==> src/axil_pkg.sv <==
/* AXI4-Lite register map: addresses, status and control bit positions,
   response codes */
`default_nettype none

package axil_pkg;

    localparam logic [3:0] ADDR_DATA   = 4'h0;  // TX push on write, RX pop on read
    localparam logic [3:0] ADDR_STATUS = 4'h4;  // Read only
    localparam logic [3:0] ADDR_CTRL   = 4'h8;
    localparam logic [3:0] ADDR_CLEAR  = 4'hC;  // Write one to clear sticky flags

    localparam int ST_RX_EMPTY   = 0;
    localparam int ST_RX_FULL    = 1;
    localparam int ST_TX_EMPTY   = 2;
    localparam int ST_TX_FULL    = 3;
    localparam int ST_PARITY_ERR = 4;           // Sticky
    localparam int ST_FRAME_ERR  = 5;           // Sticky
    localparam int ST_OVERRUN    = 6;           // Sticky

    localparam int CTRL_ODD  = 0;               // Odd parity when set
    localparam int CTRL_LOOP = 1;               // TX looped into RX

    typedef enum logic [1:0] {
        RESP_OKAY   = 2'd0,
        RESP_SLVERR = 2'd2                      // Unmapped address or TX FIFO full
    } axi_resp_t;

endpackage

`default_nettype wire

==> src/uart_pkg.sv <==
/* Serial frame timing constants, FIFO sizing and the receiver and
   transmitter FSM state encodings */
`default_nettype none

package uart_pkg;

    localparam int CLKS_PER_BIT = 8;           // Fixed bit time, no baud divider
    localparam int HALF_BIT     = 4;           // Falling edge to start-bit centre
    localparam int DATA_BITS    = 8;           // Payload bits per frame
    localparam int FIFO_DEPTH   = 16;          // Entries per byte FIFO
    localparam int FIFO_AW      = 4;           // log2 of FIFO_DEPTH

    // Receiver FSM, one state per frame field
    typedef enum logic [2:0] {
        RX_IDLE,                               // Waiting for a low line
        RX_START,                              // Half-bit start validation
        RX_DATA,                               // LSB first payload
        RX_PARITY,
        RX_STOP
    } rx_state_t;

    // Transmitter FSM mirrors the receiver fields
    typedef enum logic [2:0] {
        TX_IDLE,                               // Line high, ready for a byte
        TX_START,
        TX_DATA,
        TX_PARITY,
        TX_STOP
    } tx_state_t;

endpackage

`default_nettype wire

==> src/axil_regs.sv <==
/* AXI4-Lite slave: register decode, control register, sticky error flags,
   FIFO push and pop strobes */
`timescale 1ns/1ns
`default_nettype none

module axil_regs (
    input  logic                clk,
    input  logic                reset,
    input  logic [3:0]          awaddr,
    input  logic                awvalid,
    output logic                awready,
    input  logic [31:0]         wdata,
    input  logic                wvalid,
    output logic                wready,
    output axil_pkg::axi_resp_t bresp,
    output logic                bvalid,
    input  logic                bready,
    input  logic [3:0]          araddr,
    input  logic                arvalid,
    output logic                arready,
    output logic [31:0]         rdata,
    output axil_pkg::axi_resp_t rresp,
    output logic                rvalid,
    input  logic                rready,
    output logic                rx_pop,
    input  logic [7:0]          rx_pop_data,
    input  logic                rx_empty,
    input  logic                rx_full,
    input  logic                rx_valid,
    output logic                tx_push,
    output logic [7:0]          tx_push_data,
    input  logic                tx_empty,
    input  logic                tx_full,
    input  logic                parity_err,
    input  logic                frame_err,
    output logic                parity_odd,
    output logic                loopback
);
    import axil_pkg::*;

    logic [1:0]  ctrl;
    logic        par_flag;                     // Sticky error flags
    logic        frm_flag;
    logic        ovr_flag;
    logic        aw_hs;
    logic        ar_hs;
    logic        wr_ok;
    logic        rd_ok;
    logic [31:0] rd_word;
    logic [31:0] status;
    logic        clr_wr;

    assign aw_hs        = awvalid && awready; // wready rises with awready
    assign ar_hs        = arvalid && arready;
    assign tx_push      = aw_hs && awaddr == ADDR_DATA && !tx_full;
    assign tx_push_data = wdata[7:0];
    assign rx_pop       = ar_hs && araddr == ADDR_DATA && !rx_empty;
    assign clr_wr       = aw_hs && awaddr == ADDR_CLEAR;
    assign parity_odd   = ctrl[CTRL_ODD];
    assign loopback     = ctrl[CTRL_LOOP];

    always_comb
    begin
        status                = '0;
        status[ST_RX_EMPTY]   = rx_empty;
        status[ST_RX_FULL]    = rx_full;
        status[ST_TX_EMPTY]   = tx_empty;
        status[ST_TX_FULL]    = tx_full;
        status[ST_PARITY_ERR] = par_flag;
        status[ST_FRAME_ERR]  = frm_flag;
        status[ST_OVERRUN]    = ovr_flag;
    end

    // Write decode, full TX FIFO drops the byte
    always_comb
    begin
        case (awaddr)
            ADDR_DATA:                         wr_ok = !tx_full;
            ADDR_STATUS, ADDR_CTRL, ADDR_CLEAR: wr_ok = 1'b1;
            default:                           wr_ok = 1'b0;
        endcase
    end

    // Read decode, unmapped reads return zero
    always_comb
    begin
        rd_ok   = 1'b1;
        rd_word = '0;
        case (araddr)
            ADDR_DATA:
                if (!rx_empty)
                    rd_word[7:0] = rx_pop_data; // Empty FIFO reads zero
            ADDR_STATUS: rd_word = status;
            ADDR_CTRL:
            begin
                rd_word[CTRL_ODD]  = ctrl[CTRL_ODD];
                rd_word[CTRL_LOOP] = ctrl[CTRL_LOOP];
            end
            ADDR_CLEAR: rd_word = '0;
            default:    rd_ok = 1'b0;
        endcase
    end

    // Channel handshakes
    always_ff @(posedge clk or posedge reset)
    begin
        if (reset)
        begin
            awready <= 1'b0;
            wready  <= 1'b0;
            bvalid  <= 1'b0;
            arready <= 1'b0;
            rvalid  <= 1'b0;
        end
        else
        begin
            awready <= awvalid && wvalid && !awready && !bvalid; // One-cycle pulse
            wready  <= awvalid && wvalid && !awready && !bvalid;
            if (aw_hs)
                bvalid <= 1'b1;
            else if (bready)
                bvalid <= 1'b0;
            arready <= arvalid && !arready && !rvalid;
            if (ar_hs)
                rvalid <= 1'b1;
            else if (rready)
                rvalid <= 1'b0;
        end
    end

    // Control register and sticky flags, a new event wins over a clear
    always_ff @(posedge clk or posedge reset)
    begin
        if (reset)
        begin
            ctrl     <= '0;
            par_flag <= 1'b0;
            frm_flag <= 1'b0;
            ovr_flag <= 1'b0;
        end
        else
        begin
            if (aw_hs && awaddr == ADDR_CTRL)
            begin
                ctrl[CTRL_ODD]  <= wdata[CTRL_ODD];
                ctrl[CTRL_LOOP] <= wdata[CTRL_LOOP];
            end
            par_flag <= parity_err || (par_flag && !(clr_wr && wdata[ST_PARITY_ERR]));
            frm_flag <= frame_err || (frm_flag && !(clr_wr && wdata[ST_FRAME_ERR]));
            ovr_flag <= (rx_valid && rx_full)  // Byte dropped by a full RX FIFO
                     || (ovr_flag && !(clr_wr && wdata[ST_OVERRUN]));
        end
    end

    always_ff @(posedge clk)
    begin
        if (aw_hs)
            bresp <= wr_ok ? RESP_OKAY : RESP_SLVERR;
        if (ar_hs)
        begin
            rdata <= rd_word;
            rresp <= rd_ok ? RESP_OKAY : RESP_SLVERR;
        end
    end

    assert property (@(posedge clk) disable iff (reset) bvalid && !bready |=> bvalid);

endmodule

`default_nettype wire

==> src/byte_fifo.sv <==
/* 16-deep byte FIFO, circular buffer with registered full and empty flags */
`timescale 1ns/1ns
`default_nettype none

module byte_fifo (
    input  logic       clk,
    input  logic       reset,
    input  logic       push,
    input  logic [7:0] push_data,
    input  logic       pop,
    output logic [7:0] pop_data,
    output logic       empty,
    output logic       full
);
    import uart_pkg::*;

    logic [7:0]       mem [FIFO_DEPTH];
    logic [FIFO_AW:0] wr_ptr;                  // Extra MSB tells full from empty
    logic [FIFO_AW:0] rd_ptr;
    logic [FIFO_AW:0] wr_next;
    logic [FIFO_AW:0] rd_next;
    logic             do_push;
    logic             do_pop;

    assign do_push  = push && !full;
    assign do_pop   = pop && !empty;
    assign wr_next  = do_push ? wr_ptr + 1'b1 : wr_ptr;
    assign rd_next  = do_pop ? rd_ptr + 1'b1 : rd_ptr;
    assign pop_data = mem[rd_ptr[FIFO_AW-1:0]]; // Head is visible without a pop

    always_ff @(posedge clk)
    begin
        if (do_push)
            mem[wr_ptr[FIFO_AW-1:0]] <= push_data;
    end

    always_ff @(posedge clk or posedge reset)
    begin
        if (reset)
        begin
            wr_ptr <= '0;
            rd_ptr <= '0;
            empty  <= 1'b1;
            full   <= 1'b0;
        end
        else
        begin
            wr_ptr <= wr_next;
            rd_ptr <= rd_next;
            empty  <= (wr_next == rd_next);
            full   <= (wr_next[FIFO_AW] != rd_next[FIFO_AW])
                   && (wr_next[FIFO_AW-1:0] == rd_next[FIFO_AW-1:0]);
        end
    end

    // Callers gate their strobes with the flags
    assert property (@(posedge clk) disable iff (reset) push |-> !full);
    assert property (@(posedge clk) disable iff (reset) pop |-> !empty);

endmodule

`default_nettype wire

==> src/uart_axil_top.sv <==
/* UART peripheral top: receiver, RX and TX FIFOs, AXI4-Lite registers,
   transmitter and loopback multiplexer */
`timescale 1ns/1ns
`default_nettype none

module uart_axil_top (
    input  logic                clk,
    input  logic                reset,
    input  logic [3:0]          awaddr,
    input  logic                awvalid,
    output logic                awready,
    input  logic [31:0]         wdata,
    input  logic                wvalid,
    output logic                wready,
    output axil_pkg::axi_resp_t bresp,
    output logic                bvalid,
    input  logic                bready,
    input  logic [3:0]          araddr,
    input  logic                arvalid,
    output logic                arready,
    output logic [31:0]         rdata,
    output axil_pkg::axi_resp_t rresp,
    output logic                rvalid,
    input  logic                rready,
    input  logic                rx,
    output logic                tx
);
    logic       rx_line;                       // Receiver input after loopback mux
    logic [7:0] rx_data;
    logic       rx_valid;
    logic       parity_err;
    logic       frame_err;
    logic       rx_pop;
    logic [7:0] rx_pop_data;
    logic       rx_empty;
    logic       rx_full;
    logic       tx_push;
    logic [7:0] tx_push_data;
    logic [7:0] tx_pop_data;
    logic       tx_empty;
    logic       tx_full;
    logic       tx_ready;
    logic       parity_odd;
    logic       loopback;

    assign rx_line = loopback ? tx : rx;       // tx pin keeps driving either way

    uart_rx i_uart_rx (
        .clk, .reset, .rx(rx_line), .parity_odd, .rx_data, .rx_valid, .parity_err, .frame_err
    );

    // Bytes arriving on a full FIFO are dropped and counted as overrun
    byte_fifo i_rx_fifo (
        .clk, .reset, .push(rx_valid && !rx_full), .push_data(rx_data),
        .pop(rx_pop), .pop_data(rx_pop_data), .empty(rx_empty), .full(rx_full)
    );

    axil_regs i_axil_regs (
        .clk, .reset, .awaddr, .awvalid, .awready, .wdata, .wvalid, .wready, .bresp,
        .bvalid, .bready, .araddr, .arvalid, .arready, .rdata, .rresp, .rvalid, .rready,
        .rx_pop, .rx_pop_data, .rx_empty, .rx_full, .rx_valid, .tx_push, .tx_push_data,
        .tx_empty, .tx_full, .parity_err, .frame_err, .parity_odd, .loopback
    );

    byte_fifo i_tx_fifo (
        .clk, .reset, .push(tx_push), .push_data(tx_push_data),
        .pop(tx_ready && !tx_empty), .pop_data(tx_pop_data), .empty(tx_empty), .full(tx_full)
    );

    uart_tx i_uart_tx (
        .clk, .reset, .tx_data(tx_pop_data), .tx_valid(!tx_empty), .parity_odd,
        .tx_ready, .tx
    );

endmodule

`default_nettype wire

==> src/uart_rx.sv <==
/* Serial receiver with input synchronizer, start-bit validation,
   parity and stop-bit checks */
`timescale 1ns/1ns
`default_nettype none

module uart_rx (
    input  logic       clk,
    input  logic       reset,
    input  logic       rx,
    input  logic       parity_odd,
    output logic [7:0] rx_data,
    output logic       rx_valid,
    output logic       parity_err,
    output logic       frame_err
);
    import uart_pkg::*;

    localparam int CW = $clog2(CLKS_PER_BIT);
    localparam int BW = $clog2(DATA_BITS);

    rx_state_t     state;
    logic [CW-1:0] cnt;                        // Clocks within current bit
    logic [BW-1:0] bit_idx;
    logic          rx_meta;                    // First synchronizer stage
    logic          rx_sync;
    logic [7:0]    shift;                      // LSB arrives first
    logic          par_bit;
    logic          bit_end;
    logic          par_bad;

    assign bit_end = (cnt == CW'(CLKS_PER_BIT - 1));
    assign par_bad = ((^shift) ^ par_bit) != parity_odd;
    assign rx_data = shift;

    // Payload capture at bit centres
    always_ff @(posedge clk)
    begin
        if (state == RX_DATA && bit_end)
            shift <= {rx_sync, shift[7:1]};
        if (state == RX_PARITY && bit_end)
            par_bit <= rx_sync;
    end

    always_ff @(posedge clk or posedge reset)
    begin
        if (reset)
        begin
            rx_meta    <= 1'b1;                // Idle line is high
            rx_sync    <= 1'b1;
            state      <= RX_IDLE;
            cnt        <= '0;
            bit_idx    <= '0;
            rx_valid   <= 1'b0;
            parity_err <= 1'b0;
            frame_err  <= 1'b0;
        end
        else
        begin
            rx_meta    <= rx;
            rx_sync    <= rx_meta;
            rx_valid   <= 1'b0;                // Result outputs are single pulses
            parity_err <= 1'b0;
            frame_err  <= 1'b0;
            case (state)
                RX_IDLE:
                begin
                    cnt <= '0;
                    if (!rx_sync)
                        state <= RX_START;     // Candidate start edge
                end
                RX_START:
                begin
                    if (cnt == CW'(HALF_BIT - 1))
                    begin
                        cnt     <= '0;
                        bit_idx <= '0;
                        state   <= rx_sync ? RX_IDLE : RX_DATA; // Glitch returns quietly
                    end
                    else
                        cnt <= cnt + 1'b1;
                end
                RX_DATA:
                begin
                    cnt <= bit_end ? '0 : cnt + 1'b1;
                    if (bit_end)
                    begin
                        bit_idx <= bit_idx + 1'b1;
                        if (bit_idx == BW'(DATA_BITS - 1))
                            state <= RX_PARITY;
                    end
                end
                RX_PARITY:
                begin
                    cnt <= bit_end ? '0 : cnt + 1'b1;
                    if (bit_end)
                        state <= RX_STOP;
                end
                RX_STOP:
                begin
                    cnt <= bit_end ? '0 : cnt + 1'b1;
                    if (bit_end)
                    begin
                        state      <= RX_IDLE;
                        frame_err  <= !rx_sync; // Stop bit must be high
                        parity_err <= par_bad;
                        rx_valid   <= rx_sync && !par_bad;
                    end
                end
                default: state <= RX_IDLE;
            endcase
        end
    end

    // A byte is never delivered alongside an error report
    assert property (@(posedge clk) disable iff (reset)
        !(rx_valid && (parity_err || frame_err)));

endmodule

`default_nettype wire

==> src/uart_tx.sv <==
/* Serial transmitter: start bit, LSB-first data, parity bit, one stop bit */
`timescale 1ns/1ns
`default_nettype none

module uart_tx (
    input  logic       clk,
    input  logic       reset,
    input  logic [7:0] tx_data,
    input  logic       tx_valid,
    input  logic       parity_odd,
    output logic       tx_ready,
    output logic       tx
);
    import uart_pkg::*;

    localparam int CW = $clog2(CLKS_PER_BIT);
    localparam int BW = $clog2(DATA_BITS);

    tx_state_t     state;
    logic [CW-1:0] cnt;
    logic [BW-1:0] bit_idx;
    logic [7:0]    shift;
    logic          par_bit;                    // Computed once at acceptance
    logic          bit_end;
    logic          accept;

    assign tx_ready = (state == TX_IDLE);
    assign accept   = tx_valid && tx_ready;
    assign bit_end  = (cnt == CW'(CLKS_PER_BIT - 1));

    always_ff @(posedge clk)
    begin
        if (accept)
        begin
            shift   <= tx_data;
            par_bit <= (^tx_data) ^ parity_odd; // Parity mode latched per frame
        end
        else if (state == TX_DATA && bit_end)
            shift <= shift >> 1;
    end

    always_ff @(posedge clk or posedge reset)
    begin
        if (reset)
        begin
            state   <= TX_IDLE;
            cnt     <= '0;
            bit_idx <= '0;
            tx      <= 1'b1;                   // Line idles high
        end
        else
        begin
            cnt <= (state == TX_IDLE || bit_end) ? '0 : cnt + 1'b1;
            case (state)
                TX_IDLE:
                    if (accept)
                    begin
                        state <= TX_START;
                        tx    <= 1'b0;
                    end
                TX_START:
                    if (bit_end)
                    begin
                        state   <= TX_DATA;
                        bit_idx <= '0;
                        tx      <= shift[0];
                    end
                TX_DATA:
                    if (bit_end)
                    begin
                        bit_idx <= bit_idx + 1'b1;
                        if (bit_idx == BW'(DATA_BITS - 1))
                        begin
                            state <= TX_PARITY;
                            tx    <= par_bit;
                        end
                        else
                            tx <= shift[1]; // Next bit, shift happens this edge
                    end
                TX_PARITY:
                    if (bit_end)
                    begin
                        state <= TX_STOP;
                        tx    <= 1'b1;
                    end
                TX_STOP:
                    if (bit_end)
                        state <= TX_IDLE;   // Ready again the next cycle
                default: state <= TX_IDLE;
            endcase
        end
    end

    assert property (@(posedge clk) disable iff (reset) state == TX_IDLE |-> tx);

endmodule

`default_nettype wire
==> config.mk <==
export PLATFORM = sky130hd
export DESIGN_NAME = uart_axil_top
export DESIGN_NICKNAME = d
export VERILOG_FILES = /design/src/axil_pkg.sv /design/src/uart_pkg.sv /design/src/axil_regs.sv /design/src/byte_fifo.sv /design/src/uart_axil_top.sv /design/src/uart_rx.sv /design/src/uart_tx.sv
export SDC_FILE = /design/constraint.sdc
export NUM_CORES = 1
export LEC_CHECK = 0
export ABC_CLOCK_PERIOD_IN_PS = 2400
export BUFFER_PORTS_ARGS = -buffer_cell sky130_fd_sc_hd__buf_2
export CORE_MARGIN = 5
export CORE_UTILIZATION = 30
export DETAILED_ROUTE_END_ITERATION = 6
export PLACE_DENSITY = 0.48
export SLEW_MARGIN = 20
export SYNTH_ARGS = -nofsm -noshare
export SYNTH_HDL_FRONTEND = slang
export SYNTH_SLANG_ARGS = --single-unit
==> constraint.sdc <==
create_clock -name clk -period 2.4 [get_ports clk]
set_input_delay 0.24 -clock clk [delete_from_list [all_inputs] [get_ports clk]]
set_output_delay 0.24 -clock clk [all_outputs]
set_load 0.03 [all_outputs]
# Word level (Yosys, flattened, before mapping)
# Memories as Yosys holds them, arrays and structs flattened.
# Cells that the tools add are included.
# op_classes
n_reduce_logical	70
n_div	0
n_addsub	8
mul	0
muxes	58
eq_ne	38
bitwise	2
n_lt_le_gt_ge	0
shifts	0
# op_table
op	count
3-bit two-way mux	18
1-bit logical AND	32
3-bit case mux with 5 select lines	2
8-bit two-way mux	3
1-bit two-way mux	21
5-bit by 1-bit adder with 5-bit output, second input constant	4
5-bit two-way mux	4
3-bit equality test, second input constant	6
4-bit equality test, second input constant	4
2-bit by 1-bit != test with 1-bit output, second input constant	8
8-bit XOR reduction	2
3-bit by 2-bit equality test with 1-bit output, second input constant	5
1-bit logical NOT	13
3-bit by 1-bit adder with 3-bit output, second input constant	4
3-bit case mux with 2 select lines	2
6-bit case mux with 2 select lines	1
6-bit AND reduction	2
5-bit equality test	2
2-bit nonzero test	5
3-bit case mux with 3 select lines	1
4-bit by 3-bit equality test with 1-bit output, second input constant	2
4-bit equality test	2
4-bit logical NOT	2
2-bit != test, second input constant	4
15 further kinds	27
# word_totals
n_memories	2
mem_bits_ro	0
mem_bits_rw	256
output_inout_bits	42
in_bits	48
word_cells	213
latch_bits	0
reg_bits	87
# memory_table
memory	depth	width	rd	rd_ports_with_merged_regs	wr	line_no	rtl
i_rx_fifo.mem	16	8	1	0	1	byte_fifo.sv:17	logic [7:0] mem [FIFO_DEPTH];
i_tx_fifo.mem	16	8	1	0	1	byte_fifo.sv:17	

# Depth between registers and ports, before layout
# depth
depth_word	7
depth_mapped	9
ltp_nobuf	8

# Hierarchy
# Synthesis repeated with hierarchy kept, for this count alone.
# hier_totals
hier_cells	804
area_unflattened_um2	14338.8
# by_module_without_submodules
module	cells_each	n_inst	seq_area_each_um2	area_each_um2
byte_fifo	266	2	4145.2	5526.6
axil_regs	101	1	525.5	1126.1
uart_tx	85	1	521.8	1084.8
uart_rx	82	1	623.1	1043.5
uart_axil_top	4	1	0.0	31.3

# Least setup slack after synthesis
# No wires, ideal clock.
# synth_timing
path_type	flip-flop to flip-flop
from	register i_tx_fifo.rd_ptr[0]
to	register i_uart_tx.par_bit (data pin)
arrival_ps	2060
path_slack_ps	73
n_path_buf	2
stages_incl_launch_ff	8
period_less_slack_ps	2327
required_ps	2132
setup_time_ps	268
cell_sequence	dfrtp_1 > buf_6 > buf_12 > mux4_1 > mux2_2 > xnor2_1 > mux2i_1 > xnor3_1
# synth_via
elab_chain_len	3
# synth_lines
item	line_no	rtl
from (decl)	byte_fifo.sv:19	logic [FIFO_AW:0] rd_ptr;
from (signal assigned)	byte_fifo.sv:49	rd_ptr <= rd_next;
memory 16 x 8 bit	-	
8-bit XOR reduction	uart_tx.sv:36	par_bit <= (^tx_data) ^ parity_odd;
1-bit bitwise XOR	uart_tx.sv:36	
to (signal assigned)	uart_tx.sv:36	
to (decl)	uart_tx.sv:23	logic par_bit;
# No other way between the ends.
# A chain may end at the register's enable or synchronous reset.

# Worst setup path in the final report
# Ends and elaborated chain as after synthesis.

==> metrics.log <==
[metrics] outcome: complete, but fails checks
[metrics] violations in the final reports: negative setup slack
[metrics] number of distinct library cells after synthesis: 61
[metrics] Setup violations, final: 1
[metrics] RSZ-0062 raised after global routing: yes
[metrics] top library cells by usage in the layout, fill and taps aside: 284 x sky130_fd_sc_hd__edfxtp_1, 75 x sky130_fd_sc_hd__buf_4, 62 x sky130_fd_sc_hd__mux4_2
[metrics] share of cells above drive strength 1: 0.2883
[metrics] Seq/Total Area, Yosys: 0.6886
[metrics] Area growth syn-to-layout: 19.59%
[metrics] power density relative to cell area: 953.4 mW/mm^2
[metrics] Clk pwr share: 0.356
[metrics] CP Capture Type: register
[metrics] leading cell types by total area after synthesis: sky130_fd_sc_hd__edfxtp_1 59%, sky130_fd_sc_hd__dfrtp_1 9.0%, sky130_fd_sc_hd__mux4_2 8.6%
[metrics] Tightest Pin Transition: 0.5610 ns
[metrics] number of H-tree branching levels: 2
[metrics] class of the most critical setup path: reg2reg
[metrics] proportion of power drawn by combinational gates: 0.225
[metrics] TritonCTS clock tree: done
[metrics] vias in the first global route: 7540
[metrics] count of antenna diodes in the layout: 0
[metrics] number of clock sinks: 341
[metrics] total number of vias: 7239
[metrics] Tcrit/Tclk final: 1.032
[metrics] Setup WS post-layout: -0.07583 ns
[metrics] number of antenna violations at the first check in global routing: 2
[metrics] number of pins exceeding their max-slew limit in the final report: 0
[metrics] Synth Instances: 813
[metrics] overflow left after global routing: 0
[metrics] y dimension of the die: 229.6 um
[metrics] number of enable-type register cells in the synthesized netlist: 284
[metrics] horizontal die dimension: 229.6 um
[metrics] I/O pin cnt: 90
[metrics] WL/cell: 19.53 um
[metrics] leakage power: 6.220 nW
[metrics] row count: 80
[metrics] most frequent standard cell in the layout excluding fill and tap cells: sky130_fd_sc_hd__edfxtp_1
[metrics] max-capacitance violation count: 0
[metrics] r2r setup slk: -0.08 ns
[metrics] global-route wire length before repair: 47.75 mm
[metrics] slowest cell on the critical path: sky130_fd_sc_hd__dfrtp_2
[metrics] share of Yosys cell area claimed by the top area cell type: 0.5896
[metrics] Root Buffer Master: sky130_fd_sc_hd__clkbuf_16
[metrics] min Tclk post-route: 2.476 ns
[metrics] Util after Layout: 0.3623
[metrics] Flop pwr share: 0.419
[metrics] post-placement setup slack: -0.1570 ns
[metrics] post-route ant nets: 0
[metrics] Critical Path, Cell by Cell: buf_12, buf_8, buf_6, buf_4, mux4_2, mux2i_1, mux2i_2, xnor2_1, xnor2_1, xnor3_1
[metrics] Max VDD drop: 0.5753 mV
[metrics] Synth Warn #: 0
[metrics] Primary FF master, synth: sky130_fd_sc_hd__edfxtp_1
[metrics] total design power: 16.49 mW
[metrics] internal power component: 12.29 mW
[metrics] number of buffers added on ports: 39
[metrics] async set-or-reset flop fraction in the synthesized netlist: 0.1672
[metrics] Arr. time, crit path: 2.75 ns
[metrics] Max Buffers Root-to-Sink: 3
[metrics] core area: 0.04775 mm^2
[metrics] Final #Nets: 1024
[metrics] worst hold path class: in2reg
[metrics] peak fanout along the critical path: 7
[metrics] fraction of power spent switching nets: 0.2548
[metrics] total clock buffers created by CTS: 37
[metrics] GRT Resource Usage Total: 0.1175
[metrics] Max Clock Skew: 0.02554 ns
[metrics] Post-route DRC: 0
[metrics] Post-Synthesis Mean Instance Area: 17.79 um^2
[metrics] pin count of the biggest net entering global routing: 58
[metrics] worst max-slew margin expressed relative to the limit: 0.6260
[metrics] dpl hpwl: 20.80 mm
[metrics] initial core utilization: 0.3030
[metrics] Clk pin slew, worst setup/hold paths: 0.06 ns
[metrics] Final GP Congestion: 0.7272
[metrics] Cell Area, Synth: 0.01447 mm^2
[metrics] largest area contributor in the netlist: sky130_fd_sc_hd__edfxtp_1
[metrics] total routed wirelength: 31.25 mm
[metrics] count of routing violations after the opening detailed-route iteration: 412
[metrics] Hold Vio Cnt, Final: 0
[metrics] P_sw: 4.202 mW
[metrics] data required time of the critical path: 2.67 ns
[metrics] most used cell along the critical path: sky130_fd_sc_hd__xnor2_1
[metrics] Die Area: 0.05271 mm^2
[metrics] via density per instance: 4.524
[metrics] Max Fclk: 403.9 MHz
[metrics] flop and latch count out of synthesis: 341
[metrics] type of element launching the critical path: register
[metrics] biggest cell delay along the critical path: 0.42 ns
[metrics] number of search-and-repair iterations in the first detailed-routing pass: 5
[metrics] clock latency of the later-clocked register in the worst-skew pair: 0.53 ns
## timing repair
action / CTS / global route
setup buffers: 6 / 11
endpoints found under the setup margin: 1 / 5
hold endpoints to repair: 59 / 0
pin swaps: 3 / 6
gates resized for setup: 13 / 14
hold buffers: 12 / 0
## worst paths after layout
path / startpoint / end / cells past startpoint
worst max-delay path: i_tx_fifo.rd_ptr[0] / i_uart_tx.par_bit / 10
worst min-delay path: awvalid / i_axil_regs.bvalid / 3
worst max register to register: i_tx_fifo.rd_ptr[0] / i_uart_tx.par_bit / 10
worst min register to register: i_uart_rx.rx_meta / i_uart_rx.rx_sync / 0
max in group asynchronous: reset / i_rx_fifo.empty / 4
min in group asynchronous: reset / i_uart_tx.bit_idx[2] / 4
## final cells by class
cell class                      count  area, um^2
Timing Repair Buffer              139        1090
Clock inverter                     15       211.5
Sequential cell                   341        9963
Multi-Input combinational cell    407        4114
Clock buffer                       53        1039
Fill cell                        4440       30450
Inverter                           30       112.6
Tap cell                          615       769.5
## per-stage QoR
step / setup TNS [ns] / hold slack, ns / instance area [um^2] / cells
after global placement: -0.1564 / 0.3292 / 15730 / 1503
final: -0.07583 / 0.09926 / 17300 / 1600
after detailed placement: -0.1570 / 0.3449 / 15730 / 1503
after CTS: -0.06310 / 0.07592 / 17180 / 1589
after floorplan: 0 / 0.3389 / 14560 / 838
after global routing: -0.4227 / 0.07252 / 17300 / 1600
## worst max-delay path: cells and delay by family (launching register included)
kind | cells | cell delay [ns]
mux | 3 | 0.72
buf+inv | 4 | 0.51
flops | 1 | 0.42
xor+xnor | 3 | 0.57
## sequential cells by signal (all words and copies together), names as in the netlist, 8 cells and up
signal / flops
i_rx_fifo.mem: 128
i_tx_fifo.mem: 128
i_axil_regs.rdata: 8
i_uart_rx.rx_data: 8
i_uart_tx.shift: 8
## cells by family (layout without fill, tap and decap cells)
group,after synthesis,count (layout),synth area share
xor+xnor,53,53,0.03399
buf+inv,90,237,0.03754
other cells,1,26,0.0002592
flops,341,341,0.6886
compound gates,52,52,0.02275
fa+ha+maj,20,20,0.01730
simple gates,149,149,0.05519
mux,107,107,0.1444
## layer usage
| layer | wire length (um) | track usage | vias to the layer above |
|---|---|---|---|
| met1 | 14220 | 0.1612 | 3729 |
| li1 | - | - | 3371 |
| met4 | 570 | 0.02744 | 0 |
| met3 | 1097 | 0.02081 | 43 |
| met2 | 15360 | 0.1958 | 96 |
| met5 | 0 | 0 | - |
## Yosys cell counts (5+ instances only)
master                       n
sky130_fd_sc_hd__ha_1       20
sky130_fd_sc_hd__a21oi_1    10
sky130_fd_sc_hd__clkbuf_1   13
sky130_fd_sc_hd__a22o_1      7
sky130_fd_sc_hd__and2_1     29
sky130_fd_sc_hd__nand2_1    38
sky130_fd_sc_hd__dfstp_2     5
sky130_fd_sc_hd__nor3b_1     7
sky130_fd_sc_hd__edfxtp_1  284
sky130_fd_sc_hd__nor2_1     27
sky130_fd_sc_hd__dfrtp_1    52
sky130_fd_sc_hd__mux4_1     19
sky130_fd_sc_hd__o21ai_0    20
sky130_fd_sc_hd__buf_2       6
sky130_fd_sc_hd__mux4_2     55
sky130_fd_sc_hd__inv_1      29
sky130_fd_sc_hd__xnor2_1    35
sky130_fd_sc_hd__nor3_1      5
sky130_fd_sc_hd__nand4_1     7
sky130_fd_sc_hd__xor2_1     16
sky130_fd_sc_hd__mux2i_1    19
sky130_fd_sc_hd__buf_4      28
sky130_fd_sc_hd__nor2b_1     6
sky130_fd_sc_hd__mux2_2     13
sky130_fd_sc_hd__nor4_1      6
## power by group through the flow
stage | Sequential [mW] | Clock, mW | Combinational (mW)
4_1_cts | 6.92 | 6.04 | 3.53
5_1_grt | 6.95 | 6.33 | 4.05
6_report | 6.92 | 5.87 | 3.71
3_5_place_dp | 7.04 | 0 | 3.30
3_3_place_gp | 7.03 | 0 | 3.29
2_1_floorplan | 6.97 | 0 | 2.48
No activity file was read; power rests on OpenSTA's default activity.
